[src/common/recon_defines.svh]
// Geometry and quantizer limits of the luma reconstruction loop
// RECON_RASTER_IDX assumes square subblocks tiling a square macroblock
`ifndef RECON_DEFINES_SVH
`define RECON_DEFINES_SVH

`define RECON_MB_DIM      16
`define RECON_SB_DIM      4
`define RECON_SUBBLOCKS   16
`define RECON_QFIX        17
`define RECON_MAX_LEVEL   2047
`define RECON_RUN_STEPS   19

// Raster position of pixel p (raster inside the subblock) of subblock k
`define RECON_RASTER_IDX(k, p) \
    ((((k) / (`RECON_MB_DIM / `RECON_SB_DIM)) * `RECON_SB_DIM + (p) / `RECON_SB_DIM) \
     * `RECON_MB_DIM \
     + ((k) % (`RECON_MB_DIM / `RECON_SB_DIM)) * `RECON_SB_DIM + (p) % `RECON_SB_DIM)

`endif

[src/rtl/stepCounter.sv]
// Step counter of a run, parked at RECON_RUN_STEPS while idle
// so that the fetch stage sees no subblock outside a run
`timescale 1ns/100ps
`default_nettype none
`include "recon_defines.svh"

module stepCounter (
    input  wire        clk,
    input  wire        rst_n,
    input  wire        stepEnable,
    input  wire        stepClear,
    output logic [4:0] step,
    output logic       lastStep
);

    always_ff @(posedge clk or negedge rst_n) begin
        if (!rst_n) begin
            step <= 5'(`RECON_RUN_STEPS);
        end else if (stepClear) begin
            step <= '0;
        end else if (stepEnable) begin
            step <= step + 5'd1;
        end
    end

    assign lastStep = (step == 5'(`RECON_RUN_STEPS - 1));

endmodule

`default_nettype wire

[config.mk]
export PLATFORM = sky130hd
export DESIGN_NAME = stepCounter
export DESIGN_NICKNAME = d
export VERILOG_FILES = /design/src/rtl/stepCounter.sv
export VERILOG_INCLUDE_DIRS = /design/src /design/src/common
export SDC_FILE = /design/constraint.sdc
export NUM_CORES = 1
export LEC_CHECK = 0
export BUFFER_PORTS_ARGS = -buffer_cell sky130_fd_sc_hd__buf_2
export CAP_MARGIN = 20
export CORE_AREA = 2 2 39 41
export DETAILED_ROUTE_END_ITERATION = 8
export DIE_AREA = 0 0 41 43
export GPL_ROUTABILITY_DRIVEN = 1
export PLACE_DENSITY = 0.39
export SYNTH_ARGS = -nofsm -noshare
export SYNTH_HDL_FRONTEND = slang
export SYNTH_SLANG_ARGS = --single-unit
[constraint.sdc]
create_clock -name clk -period 1.3 [get_ports clk]
set_input_delay 0.26 -clock clk [delete_from_list [all_inputs] [get_ports clk]]
set_output_delay 0.26 -clock clk [all_outputs]
set_load 0.005 [all_outputs]
==> parameters.txt <==
Parameter                              Value

Die
  Die Ht ... between 40 and 50 um
  Die area ... 1763 um2
  Placeable core area ... 1384 um2
  Die outline width ... just over 40 um
  Core Rows ... 14
  Boundary Pins ... 10
  Starting Density ... 0.2043

Clock tree
  Maximum count of clock buffers along a single path ... 2
  Clk Latency, worst-skew pair ... 0.25 ns
  H-tree depth ... 1
  Number of CTS-inserted buffers ... 3
  Root buf cell ... clkbuf_4
  Clock transition at the registers of the reported paths ... 0.05 ns
  Clock tree from TritonCTS ... done
  Num Clock Sinks ... 5

Final layout
  Largest register FFs ... 5
  Antenna diode count ... 0
  Final-stage net count ... 51
  Registers with the most flip-flops ... step x5
  Proportion of layout cells with a drive suffix above 1 ... 0.6136
  Utilization after layout ... 0.3327
  Fillers ... 144
  Layout overhead on the synthesized area ... 62.83%
  Final Instance Count excl. Fillers ... 60
  Top register by number of flip-flops ... step

Routing
  Total vias in the final route ... between 200 and 300
  DRC violations left ... 0
  Wire per inst ... 10.62 um
  First-pass DRT Iterations ... 2
  DRC violation total after the first TritonRoute iteration ... 1
  Final WL ... between 600 and 700 um
  Post-DR vias/cell ... 4.283
  Residual antenna-violating net count after detailed routing ... 0

Worst setup path
  Capturing element type of the critical path ... output pin
  Data arrival, critical path ... about 1.2 ns
  Required @ worst endpoint ... 1.04 ns
  Top fanout value on the critical path ... 2
  Cell-by-cell listing of the critical path ... inv_2 -> ha_4 -> nand2_2 -> nor3_2 -> buf_2
  Reg-to-reg startpoint ... step[1]
  Buffers and inverters on the worst path ... 2
  Crit-path leading delay family ... flip-flops
  Critical Path Max Stage Delay ... 0.54 ns
  Cell with the largest stage delay on the worst path ... dfstp_2
  Critical path startpoint ... step[0]
  Critical path start-end classification ... reg2out
  Kind of start point of the critical path ... flip-flop

Yosys
  Count of synthesis-stage warnings from yosys ... 0
  Net Count, Synth ... 32
  Number of different library cells in the post-synthesis netlist ... 16
  Synthesized netlist cell count ... 26
  Syn Area/Cell ... between 10 and 15 um2
  Most common flop cell mapped by yosys ... dfstp_2
  Share of flip-flops with an asynchronous set or reset ... 1.000
  Share of the synthesized area in the top cell type ... 0.2788
  Cell area after technology mapping ... 282.8 um2
  Most numerous cell types in the synthesized netlist ... dfstp_2, nor2_1
  Sequential area share after synthesis ... 0.4558
  Top cells by area, synth ... dfstp_2, dfrtp_1, mux2_4
  Cell accounting for the most synthesized area ... dfstp_2
  EDFF count, synth ... 0
  Seq cells post-synth ... 5

Global routing
  Global-route wire length before repair ... ~920 um
  Number of antenna violations at the first check in global routing ... 0
  Pin count of the biggest net entering global routing ... 8
  Global-route usage over all layers ... 0.08972
  Vias in the first global route ... 231
  Aggregate global routing overflow ... 0

STA
  Worst slew pin tran ... about 0.17 ns
  Clock skew ... 0.003895 ns
  Final worst-path setup slack ... -0.1657 ns
  Setup repair after global routing missed its margin ... yes
  Endpoints failing setup ... 2
  Setup tns final ... -0.1997 ns
  Count of final max-slew check failures ... 0
  Min Tclk post-route ... 1.466 ns
  Number of hold-slack violations in the final timing report ... 0
  Worst slew margin relative to its limit ... 0.8867
  Max frequency ... 682.3 MHz
  Share of the clock period used by the worst path ... 1.127

Run
  Reported max-cap violation count ... 0

Place
  Pre-CTS setup slack ... around 0.011 ns
  IO buf count ... 9
  Detailed-placement wirelength estimate ... 462.5 um
  RePlAce Congestion ... ~0.7
  Inst Count DP ... 53

Power
  Power density over the cells ... about 950 nW/um2
  Total Power ... roughly 0.44 mW
  Static leakage power ... 0.2165 nW
  Worst IR drop on VDD ... 0.0003451 V

Status
  Failing checks ... setup timing
  Run status ... complete, but fails checks

Hold path
  Hold wc startpoint ... stepClear
  Worst min-delay path class ... in2reg
[repair_timing]
action	CTS	global route
endpoints found under the setup margin	1	3
endpoints found under the hold margin	2	0
setup buffers	2	0
pin swaps	1	0
hold buffers	1	0
gates resized for setup	6	4
[stage by stage]
step                      hold slack, ns  cell area, um2
after CTS                         0.2326           437.9
final                             0.2349           460.4
after floorplan                 -0.03559           282.8
after global routing              0.2375           460.4
after detailed placement         0.08798           362.8
after global placement           0.08510           362.8
[per-layer routing]
metal | routed length, um | global-route usage | vias to the layer above
met2 | 273 | 0.1063 | 10
li1 | - | - | 126
met4 | 35 | 0.1200 | 0
met3 | 48 | 0.04712 | 5
met5 | 0 | 0 | -
met1 | 280 | 0.09121 | 116
[kinds of logic (layout without fill, tap and decap cells)]
family,Yosys count,count (layout),synth area share
buffers and inverters,1,19,0.01326
muxes,2,2,0.1062
DFF,5,5,0.4558
adders and majority gates,2,2,0.08848
and+or+nand+nor,12,12,0.2345
xor gates and xnor gates,1,1,0.03098
AOI/OAI and AO/OA,3,3,0.07080
[placed cells by master (no fill, tap or decap), types with 2 or more instances in the layout]
| cell type | count |
|---|---|
| clkbuf_4 | 3 |
| nor2_1 | 3 |
| a21oi_1 | 2 |
| buf_4 | 2 |
| buf_6 | 3 |
| mux2_4 | 2 |
| dfrtp_1 | 2 |
| ha_4 | 2 |
| buf_2 | 8 |
| nand4_1 | 2 |
| dfstp_2 | 3 |
| nor2b_1 | 2 |
[path summary, 6_finish.rpt]
check / slack, ns / cells after the start / to
max: -0.17 / 5 / lastStep
min: 0.23 / 2 / step[1]
max reg2reg: 0.01 / 4 / step[4]
min reg2reg: 0.64 / 2 / step[4]
max in group asynchronous: 0.72 / 2 / step[1]
min in group asynchronous: 0.37 / 2 / step[3]
[final cells by class]
class	instances	area (um2)	share of cell area
Multi-Input combinational cell	20	182.7	0.3967
Tap cell	16	20.02	0.04348
Inverter	1	3.754	0.008152
Clock buffer	4	26.28	0.05707
Timing Repair Buffer	14	98.84	0.2147
Sequential cell	5	128.9	0.2799
[worst register-to-register path, stage by stage, from the launching register on]
cell and delay [ns]:
dfstp_2 0.54, buf_4 0.14, ha_4 0.12, nand4_1 0.10
mux2_4 0.31
[power breakdown]
| group | internal (mW) | switching (mW) | total (mW) |
|---|---|---|---|
| clock network | 0.116 | 0.0697 | 0.186 |
| registers | 0.167 | 0.00561 | 0.172 |
| logic | 0.0440 | 0.0349 | 0.0789 |
No activity file was read; power rests on OpenSTA's default activity.
