### src/common/recon_defines.svh
// Geometry and quantizer limits of the luma reconstruction loop
// RECON_RASTER_IDX assumes square subblocks tiling a square macroblock
`ifndef RECON_DEFINES_SVH
`define RECON_DEFINES_SVH

`define RECON_MB_DIM      16
`define RECON_SB_DIM      4
`define RECON_SUBBLOCKS   16
`define RECON_QFIX        17
`define RECON_MAX_LEVEL   2047
`define RECON_RUN_STEPS   19

// Raster position of pixel p (raster inside the subblock) of subblock k
`define RECON_RASTER_IDX(k, p) \
    ((((k) / (`RECON_MB_DIM / `RECON_SB_DIM)) * `RECON_SB_DIM + (p) / `RECON_SB_DIM) \
     * `RECON_MB_DIM \
     + ((k) % (`RECON_MB_DIM / `RECON_SB_DIM)) * `RECON_SB_DIM + (p) % `RECON_SB_DIM)

`endif

### src/rtl/reconSequencer.sv
// Run FSM: start is taken only while idle or done
// done holds from the end of a run until the next accepted start
`timescale 1ns/100ps
`default_nettype none

module reconSequencer (
    input  wire  clk,
    input  wire  rst_n,
    input  wire  start,
    input  wire  lastStep,
    output logic stepEnable,
    output logic stepClear,
    output logic done
);
    typedef enum logic [1:0] {IDLE, RUN, DONE} stateT;

    stateT state;
    stateT stateNext;
    logic  accept;

    assign accept     = start && (state != RUN);
    assign stepClear  = accept;
    assign stepEnable = (state == RUN);

    always_comb begin
        stateNext = state;
        case (state)
            IDLE, DONE: if (start) stateNext = RUN;
            RUN:        if (lastStep) stateNext = DONE;
            default:    stateNext = IDLE;
        endcase
    end

    always_ff @(posedge clk or negedge rst_n) begin
        if (!rst_n) begin
            state <= IDLE;
            done  <= 1'b0;
        end else begin
            state <= stateNext;
            if (accept) begin
                done <= 1'b0;
            end else if (state == RUN && lastStep) begin
                done <= 1'b1;
            end
        end
    end

    noDoneInRun: assert property (@(posedge clk) disable iff (!rst_n)
        (state == RUN) |-> !done);

    // Counter must only reach its end while a run is active
    lastStepInRun: assert property (@(posedge clk) disable iff (!rst_n)
        lastStep |-> (state == RUN));

endmodule

`default_nettype wire

### config.mk
export PLATFORM = sky130hd
export DESIGN_NAME = reconSequencer
export DESIGN_NICKNAME = d
export VERILOG_FILES = /design/src/common/recon_defines.svh /design/src/rtl/reconSequencer.sv
export SDC_FILE = /design/constraint.sdc
export NUM_CORES = 1
export LEC_CHECK = 0
export BUFFER_PORTS_ARGS = -buffer_cell sky130_fd_sc_hd__clkbuf_2
export CAP_MARGIN = 5
export CORE_AREA = 2 2 39 41
export DETAILED_ROUTE_END_ITERATION = 10
export DIE_AREA = 0 0 41 43
export PLACE_DENSITY = 0.3
export SYNTH_ARGS = -nofsm -noshare
export SYNTH_HDL_FRONTEND = slang
export SYNTH_SLANG_ARGS = --single-unit
### constraint.sdc
create_clock -name clk -period 1.2 [get_ports clk]
set_input_delay 0.06 -clock clk [delete_from_list [all_inputs] [get_ports clk]]
set_output_delay 0.06 -clock clk [all_outputs]
set_load 0.01 [all_outputs]
==> out/results.txt, run 1 <==
status = finished clean
FILL cells = 150
Synth Warn # = 0
Fmax = 0.9447 GHz
clock tree buffer depth = 2
Slew @ Worst Pin = 0.1598 ns
clk_lat worst skew = 0.23 ns
Final Net Count = 28
Vias = 123
crit share post-route = 88.21%
clk sinks = 3
max-slew violations = 0
leakage = 0.1110 nW
Rel. slew slack = 89.34%
Pre-antenna DRT Iters = 1
setup violators final = 0
Total Neg Setup Slack = 0 ns
P per Cell Area = 2002 mW/mm2
slowest cell on the critical path = dfrtp_1
initial antenna violation count = 0
Yosys top cell by area = dfrtp_1
Pwr Total = 0.4358 mW
Startpoint Class = flip-flop
Die Span X = 41 um
max cap viols = 0
Synth Flop Type = dfrtp_1
Post-Syn Instances = 12
Syn Area/Cell = 10.95 um2
# rows = 14
Clock transition at path regs = 0.04 ns
Async SR Flop Fraction = 100.0%
core footprint = 0.001384 mm2
routability cong. = 0.5343
post-route ant nets = 0
share of layout cells above drive strength 1 = 47.83%
hpwl dp = 236.9 um
Post-synth EDFFs = 0
sequential fraction of the synthesis area = 57.14%
routed vias/inst = 3.154
mapped cell area = 131.4 um2
main area contributors after synthesis = dfrtp_1 (57%), nand2b_4 (10%), nor2_1 (8.6%)
Total Routing Usage GR = 5.337%
unrepaired setup endpoints after global routing = no
area grow syn2layout = 65.71%
worst-path maximum fanout = 3
vias in the first global route = 125
kind of critical path = reg2out
CP Cell Sequence = nand2b_4 > inv_2 > nor2_1 > clkbuf_2
Routed WL = 315 um
M1 wire length = 160 um
Post-synth top cells = dfrtp_1 (3), nor2_1 (3)
VDD IR max = 546.0 uV
GRT Residual Overflow = 0
Final Hold Viols = 0
ANT cells = 0
Req. time, crit path = 1.14 ns
met3 routed WL = 44 um
number of post-CTS setup repair buffers = 0
count of input and output buffers = 6
min Tclk post-route = 1.059 ns
slowest stage delay, CP = 0.41 ns
Worst Hold Class = in2reg
Worst Clk Skew = 0.0007966 ns
pin count of the biggest net entering global routing = 4
first-pass GRT wire length = 531 um
htree depth = 1
metal2 WL = 95 um
syn_nets = 16
DR WL/cell = 8.077 um
I/O Pins = 7
die area = 0.001763 mm2
register bit total from synthesis = 3
Top Layer Used = met4
Synth top area share = 57.14%
Inserted Clock Buffers = 3
CP endpoint kind = primary output
Critical Path AT = 1.00 ns
CTS tree = yes
Yosys cell types = 8
DRC Markers = 0
1st-iter DRT viols = 0
Die Y = 43 um
CTS root buffer = clkbuf_4
Initial Util = 9.494%
==> logic make-up after synthesis <==
logic type,count (synthesis),share of synthesized area (%)
and+or+nand+nor,4,19.04
DFF,3,57.14
AOI/OAI and AO/OA,3,18.10
buffers and inverters,2,5.709
==> worst max-delay path, delay by kind of cell (launching register included) <==
family                 cells  cell delay (ns)
DFF                        1             0.41
buffers and inverters      2             0.18
and+or+nand+nor            2             0.18
==> cell usage in the layout (no fill, tap or decap), drive strengths merged <==
cell type,n
o22ai,1
dlygate4sd3,1
clkbuf,10
nor2,3
o2bb2ai,1
inv,2
dfrtp,3
a22o,1
nand2b,1
==> area by class of cell <==
cell class              instances  area [um2]  area share (%)
inverters                       2       7.507           3.448
multi-input cells               7       48.80           22.41
flip-flops and latches          3       75.07           34.48
clock buffers                   4       26.28           12.07
repair buffers                  7       40.04           18.39
well taps                      16       20.02           9.195
==> timing repair <==
action                    CTS  global route
hold endpoints to repair    3             0
hold buffers                1             0
resized for setup           0             0
==> per-layer routing <==
layer | GRT usage [%] | up-vias
li1 | - | 61
met1 | 6.494 | 51
met2 | 4.688 | 9
met3 | 3.141 | 2
met4 | 8.000 | 0
met5 | 0 | -
==> path summary, 6_finish.rpt <==
| path | from | endpoint | slack [ns] | depth (start not counted) |
|---|---|---|---|---|
| setup / recovery | state[0]$_DFFE_PN0P_ | stepClear | 0.14 | 4 |
| max in group asynchronous | rst_n | state[1]$_DFFE_PN0P_ | 0.94 | 2 |
| setup reg to reg | state[0]$_DFFE_PN0P_ | state[1]$_DFFE_PN0P_ | 0.30 | 3 |
| min in group asynchronous | rst_n | state[0]$_DFFE_PN0P_ | 0.15 | 2 |
| hold reg to reg | state[1]$_DFFE_PN0P_ | state[1]$_DFFE_PN0P_ | 0.51 | 1 |
| hold / removal | lastStep | state[0]$_DFFE_PN0P_ | 0.07 | 2 |
==> through the flow <==
stage          instance area [um2]  setup slack [ns]  hold WS (ns)  instances  util (%)
3_5_place_dp                 181.4            0.3107       -0.1421         34     13.11
5_1_grt                      217.7           0.09476       0.09632         39     15.73
2_1_floorplan                131.4            0.3390       -0.2356         12         -
3_3_place_gp                 181.4            0.3197       -0.1445         34     13.11
4_1_cts                      217.7            0.1377       0.05938         39     15.73
6_report                     217.7            0.1415       0.06875         39     15.73
==> power by group <==
group / switching, mW / leakage, nW / internal [mW]
logic: 0.0546 / 0.0585 / 0.0543
registers: 0.0231 / 0.0375 / 0.128
clock network: 0.0516 / 0.0150 / 0.125
total: 0.129 / 0.111 / 0.306
==> registers in the layout, indices dropped and copies added, names as in the netlist <==
signal / flops
state: 2
done: 1
Note: power is estimated with default switching activity, not from simulation.
==> inputs of run 2 (changes only) <==
Clock period 1.2 ns to 1 ns, I/O delays scaled along.
==> out/results.txt, run 2 (synthesis gave the netlist of run 1 again) <==
vias in the first global route = 120 (-4.0%)
max cap viols = 0 (unchanged)
DRC Markers = 0 (unchanged)
setup ws final = -0.01162 ns (-0.1531 ns)
Final Hold Viols = 0 (unchanged)
I/O Pins = 7 (unchanged)
setup violators final = 1 (+1)
Die Span X = 41 um (unchanged)
max-slew violations = 0 (unchanged)
kind of critical path = reg2out
Req. time, crit path = 0.95 ns (-0.19 ns)
clk sinks = 3 (unchanged)
Total Routing Usage GR = 4.532% (-0.81 points)
Psw = 0.1583 mW (+22%)
share of layout cells above drive strength 1 = 52.00% (+4.2 points)
DP Worst Slack = 0.1113 ns (-0.1995 ns)
Int Pwr = 0.3897 mW (+27%)
Rel. slew slack = 88.96% (-0.38 points)
VDD IR max = 683.1 uV (+25%)
FF/Latch Area = 75.07 um2 (unchanged)
Worst Hold Class = in2reg
clk_lat worst skew = 0.23 ns (about the same)
multi-input logic area = 48.80 um2 (unchanged)
CTS root buffer = clkbuf_4
hold depth = 2 (unchanged)
Net Sw Frac = 28.88% (-0.79 points)
Routed WL = 319 um (+1.3%)
R2R cell count = 3 (unchanged)
initial antenna violation count = 0 (unchanged)
Seq pwr share = 32.8% (-1.8 points)
Pre-antenna DRT Iters = 2 (+1)
Die Y = 43 um (unchanged)
ANT cells = 0 (unchanged)
core footprint = 0.001384 mm2 (unchanged)
GRT Residual Overflow = 0 (unchanged)
htree depth = 1 (unchanged)
CTS tree = yes
leakage = 0.1207 nW (+8.7%)
status = finished, violations left
final core area utilization = 16.82% (+1.1 points)
clock tree buffer depth = 2 (unchanged)
Startpoint Class = flip-flop
count of input and output buffers = 6 (unchanged)
Initial Util = 9.494% (unchanged)
area grow syn2layout = 77.14%
P per Cell Area = 2354 mW/mm2 (+18%)
Clock transition at path regs = 0.03 ns (about the same)
unrepaired setup endpoints after global routing = yes
final hold slack = 0.06979 ns (+0.001046 ns)
die area = 0.001763 mm2 (unchanged)
Pwr Total = 0.5479 mW (+26%)
most common cell after layout, fill and taps aside = clkbuf_2
# rows = 14 (unchanged)
Inserted Clock Buffers = 3 (unchanged)
1st-iter DRT viols = 5 (+5)
crit share post-route = 101.2%
Total Neg Setup Slack = -0.01162 ns (-0.01162 ns)
FILL cells = 152 (+1.3%)
Comb pwr share = 28.8% (+3.8 points)
routability cong. = 0.5167 (-3.3%)
Clk pwr share = 38.4% (-2.0 points)
max reg flops = 2 (unchanged)
Slew @ Worst Pin = 0.1656 ns (+0.005728 ns)
CP endpoint kind = primary output
Worst Clk Skew = 0.001651 ns (+0.0008540 ns)
Fmax = 0.9885 GHz
Largest regs = state: 2 flops, done: 1 flops
post-route ant nets = 0 (unchanged)
Final Net Count = 30 (+7.1%)
Vias = 125 (+1.6%)
DR WL/cell = 7.780 um (-3.7%)
most flop-heavy register = state
routed vias/inst = 3.049 (-3.3%)
Critical Path AT = 0.96 ns (-0.04 ns)
worst-path maximum fanout = 3 (unchanged)
first-pass GRT wire length = 448 um (-16%)
commonest cells after routing, fill and taps aside = clkbuf_2 (5), nor2_1 (3), clkbuf_4 (3), dfrtp_1 (3), buf_4 (2)
min Tclk post-route = 1.012 ns
failing checks = setup timing
pin count of the biggest net entering global routing = 4 (unchanged)
run 2: per-stage QoR:
step	cells	instance area, um2
6_report	41	232.7
3_5_place_dp	34	181.4
5_1_grt	41	232.7
4_1_cts	40	225.2
3_3_place_gp	34	181.4
2_1_floorplan	12	131.4
run 2: final timing paths:
check	start	to	slack (ns)
worst max-delay path	state[0]$_DFFE_PN0P_	stepClear	-0.01
worst min-delay path	lastStep	state[0]$_DFFE_PN0P_	0.07
worst max register to register	state[0]$_DFFE_PN0P_	state[1]$_DFFE_PN0P_	0.13
worst min register to register	state[1]$_DFFE_PN0P_	state[1]$_DFFE_PN0P_	0.51
max in group asynchronous	rst_n	state[0]$_DFFE_PN0P_	0.75
min in group asynchronous	rst_n	state[1]$_DFFE_PN0P_	0.14
run 2: final cells by class:
| class | instances | area share [%] |
|---|---|---|
| multi-input combinational | 7 | 20.97 |
| tap | 16 | 8.602 |
| timing repair buffer | 9 | 23.66 |
| sequential | 3 | 32.26 |
| clock buffer | 4 | 11.29 |
| inverter | 2 | 3.226 |
run 2: repair_timing:
item	4_1_cts	5_1_grt
hold buffers	1	0
endpoints found under the hold margin	3	0
setup endpoints to repair	1	2
setup buffers	1	1
gates resized for setup	0	1
run 2: metal layers:
metal	global-route usage (%)	wire, um	vias to the layer above
li1	-	-	67
met1	5.519	168	51
met2	4.063	112	7
met3	3.141	38	0
met4	6.000	0	0
met5	0	0	-
run 2: critical path: stages, from the launching register on:
cell,delay [ns]
dfrtp_1,0.40
nand2b_4,0.09
inv_2,0.04
nor2_1,0.07
clkbuf_2,0.13
run 2: power by group through the flow:
stage	Combinational (mW)	Clock, mW	Sequential [mW]
finish	0.158	0.210	0.180
CTS	0.145	0.224	0.181
detailed placement	0.128	0	0.183
global placement	0.127	0	0.180
global route	0.174	0.239	0.182
floorplan	0.0724	0	0.184
==> inputs of run 3 (changes only) <==
Settings changed: CELL_PAD_IN_SITES_DETAIL_PLACEMENT set to 1, CELL_PAD_IN_SITES_GLOBAL_PLACEMENT set to 2, PLACE_DENSITY 0.3 to 0.35.
==> out/results.txt, run 3 (synthesis gave the netlist of run 1 again) <==
Fmax = 0.9918 GHz (+0.33%)
max reg flops = 2 (unchanged)
Final Hold Viols = 0 (unchanged)
FF/Latch Area = 75.07 um2 (unchanged)
max cap viols = 0 (unchanged)
clk sinks = 3 (unchanged)
design area = 247.7 um2 (+6.5%)
Startpoint Class = flip-flop
DRC Markers = 0 (unchanged)
count of input and output buffers = 6 (unchanged)
Inserted Clock Buffers = 3 (unchanged)
routed vias/inst = 3.070 (+0.69%)
P per Cell Area = 2334 mW/mm2 (-0.87%)
1st-iter DRT viols = 1 (-4)
Die Y = 43 um (unchanged)
unrepaired setup endpoints after global routing = yes
ANT cells = 0 (unchanged)
CTS tree = yes
Die Span X = 41 um (unchanged)
most flop-heavy register = state
CP endpoint kind = primary output
setup ws final = -0.008315 ns (+0.003305 ns)
worst-path maximum fanout = 3 (unchanged)
DP Worst Slack = 0.1072 ns (-0.004061 ns)
initial antenna violation count = 0 (unchanged)
Routed WL = 384 um (+20%)
Initial Util = 9.494% (unchanged)
setup violators final = 1 (unchanged)
Placed Area = 181.4 um2 (unchanged)
Total Routing Usage GR = 5.343% (+0.81 points)
hpwl dp = 256.4 um
Top Layer Used = met3
Slew @ Worst Pin = 0.1646 ns (-0.0009800 ns)
clock tree buffer depth = 2 (unchanged)
multi-input logic area = 48.80 um2 (unchanged)
max-slew violations = 0 (unchanged)
first-pass GRT wire length = 510 um (+14%)
Worst Clk Skew = 0.0002608 ns (-0.001390 ns)
Rel. slew slack = 89.03% (about the same)
Critical Path AT = 0.96 ns (about the same)
met3 routed WL = 45 um (+18%)
Worst Hold Class = in2reg
# rows = 14 (unchanged)
clk_lat worst skew = 0.23 ns (about the same)
min Tclk post-route = 1.008 ns (-0.003305 ns)
GRT Residual Overflow = 0 (unchanged)
metal2 WL = 162 um (+45%)
post-route ant nets = 0 (unchanged)
commonest cells after routing, fill and taps aside = clkbuf_2 (4), buf_4 (4), nor2_1 (3), clkbuf_4 (3), dfrtp_1 (3)
Req. time, crit path = 0.95 ns (about the same)
DR WL/cell = 8.930 um (+15%)
slowest cell on the critical path = dfrtp_1
Final Net Count = 32 (+6.7%)
share of layout cells above drive strength 1 = 55.56% (+3.6 points)
kind of critical path = reg2out
pin count of the biggest net entering global routing = 4 (unchanged)
status = finished, violations left
Clock transition at path regs = 0.04 ns (about the same)
WP buf/inv = 2 (unchanged)
Layout Cells excl Fill = 43 (+4.9%)
Pre-antenna DRT Iters = 2 (unchanged)
VDD IR max = 668.7 uV (-2.1%)
CTS root buffer = clkbuf_4
Total Neg Setup Slack = -0.008315 ns (+0.003305 ns)
crit share post-route = 100.8% (-0.33 points)
Largest regs = state: 2 flops, done: 1 flops
CP Cell Sequence = nand2b_4 > inv_2 > nor2_1 > buf_2
CP delay by family, top = flip-flops
Pwr Total = 0.5782 mW (+5.5%)
leakage = 0.1306 nW (+8.2%)
die area = 0.001763 mm2 (unchanged)
failing checks = setup timing
htree depth = 1 (unchanged)
core footprint = 0.001384 mm2 (unchanged)
routability cong. = 0.5397 (+4.5%)
slowest stage delay, CP = 0.36 ns (-0.04 ns)
M1 wire length = 175 um (+4.2%)
vias in the first global route = 134 (+12%)
FILL cells = 167 (+9.9%)
Post-Place Cells = 34 (unchanged)
Vias = 132 (+5.6%)
area grow syn2layout = 88.57%
I/O Pins = 7 (unchanged)
run 3: repair_timing:
action,4_1_cts,5_1_grt
pin swaps,0,0
hold buffers,1,0
buffers inserted,2,2
gates resized for setup,0,2
endpoints found under the hold margin,3,0
cloned,0,0
endpoints found under the setup margin,1,2
run 3: final cells by class:
cell class | instances | area share [%]
Tap cell | 16 | 8.081
Timing Repair Buffer | 11 | 28.28
Multi-Input combinational cell | 7 | 19.70
Clock buffer | 4 | 10.61
Inverter | 2 | 3.030
Sequential cell | 3 | 30.30
run 3: through the flow:
step / hold WS (ns) / util [%]
detailed placement: -0.1492 / 13.11
global route: 0.06710 / 17.90
global placement: -0.1522 / 13.11
finish: 0.06548 / 17.90
CTS: 0.05537 / 16.82
floorplan: -0.2456 / -
run 3: power by group:
| group | leakage [nW] | switching, mW | total, mW | internal, mW |
|---|---|---|---|---|
| registers | 0.0375 | 0.0239 | 0.177 | 0.153 |
| clock network | 0.0150 | 0.0627 | 0.212 | 0.150 |
| logic | 0.0781 | 0.0800 | 0.189 | 0.109 |
| total | 0.131 | 0.167 | 0.578 | 0.412 |
run 3: worst paths after layout:
kind	start	endpoint	slack, ns	depth (start not counted)
worst min-delay path	lastStep	state[0]$_DFFE_PN0P_	0.07	2
min in group asynchronous	rst_n	state[1]$_DFFE_PN0P_	0.15	2
worst min register to register	done$_DFFE_PN0P_	done$_DFFE_PN0P_	0.53	1
max in group asynchronous	rst_n	done$_DFFE_PN0P_	0.74	2
worst max-delay path	state[1]$_DFFE_PN0P_	stepClear	-0.008	4
worst max register to register	state[1]$_DFFE_PN0P_	done$_DFFE_PN0P_	0	4
run 3: routing by layer:
layer	global-route usage (%)	vias up
met3	3.141	0
met2	5.313	7
li1	-	69
met5	0	-
met4	8.000	0
met1	5.863	56
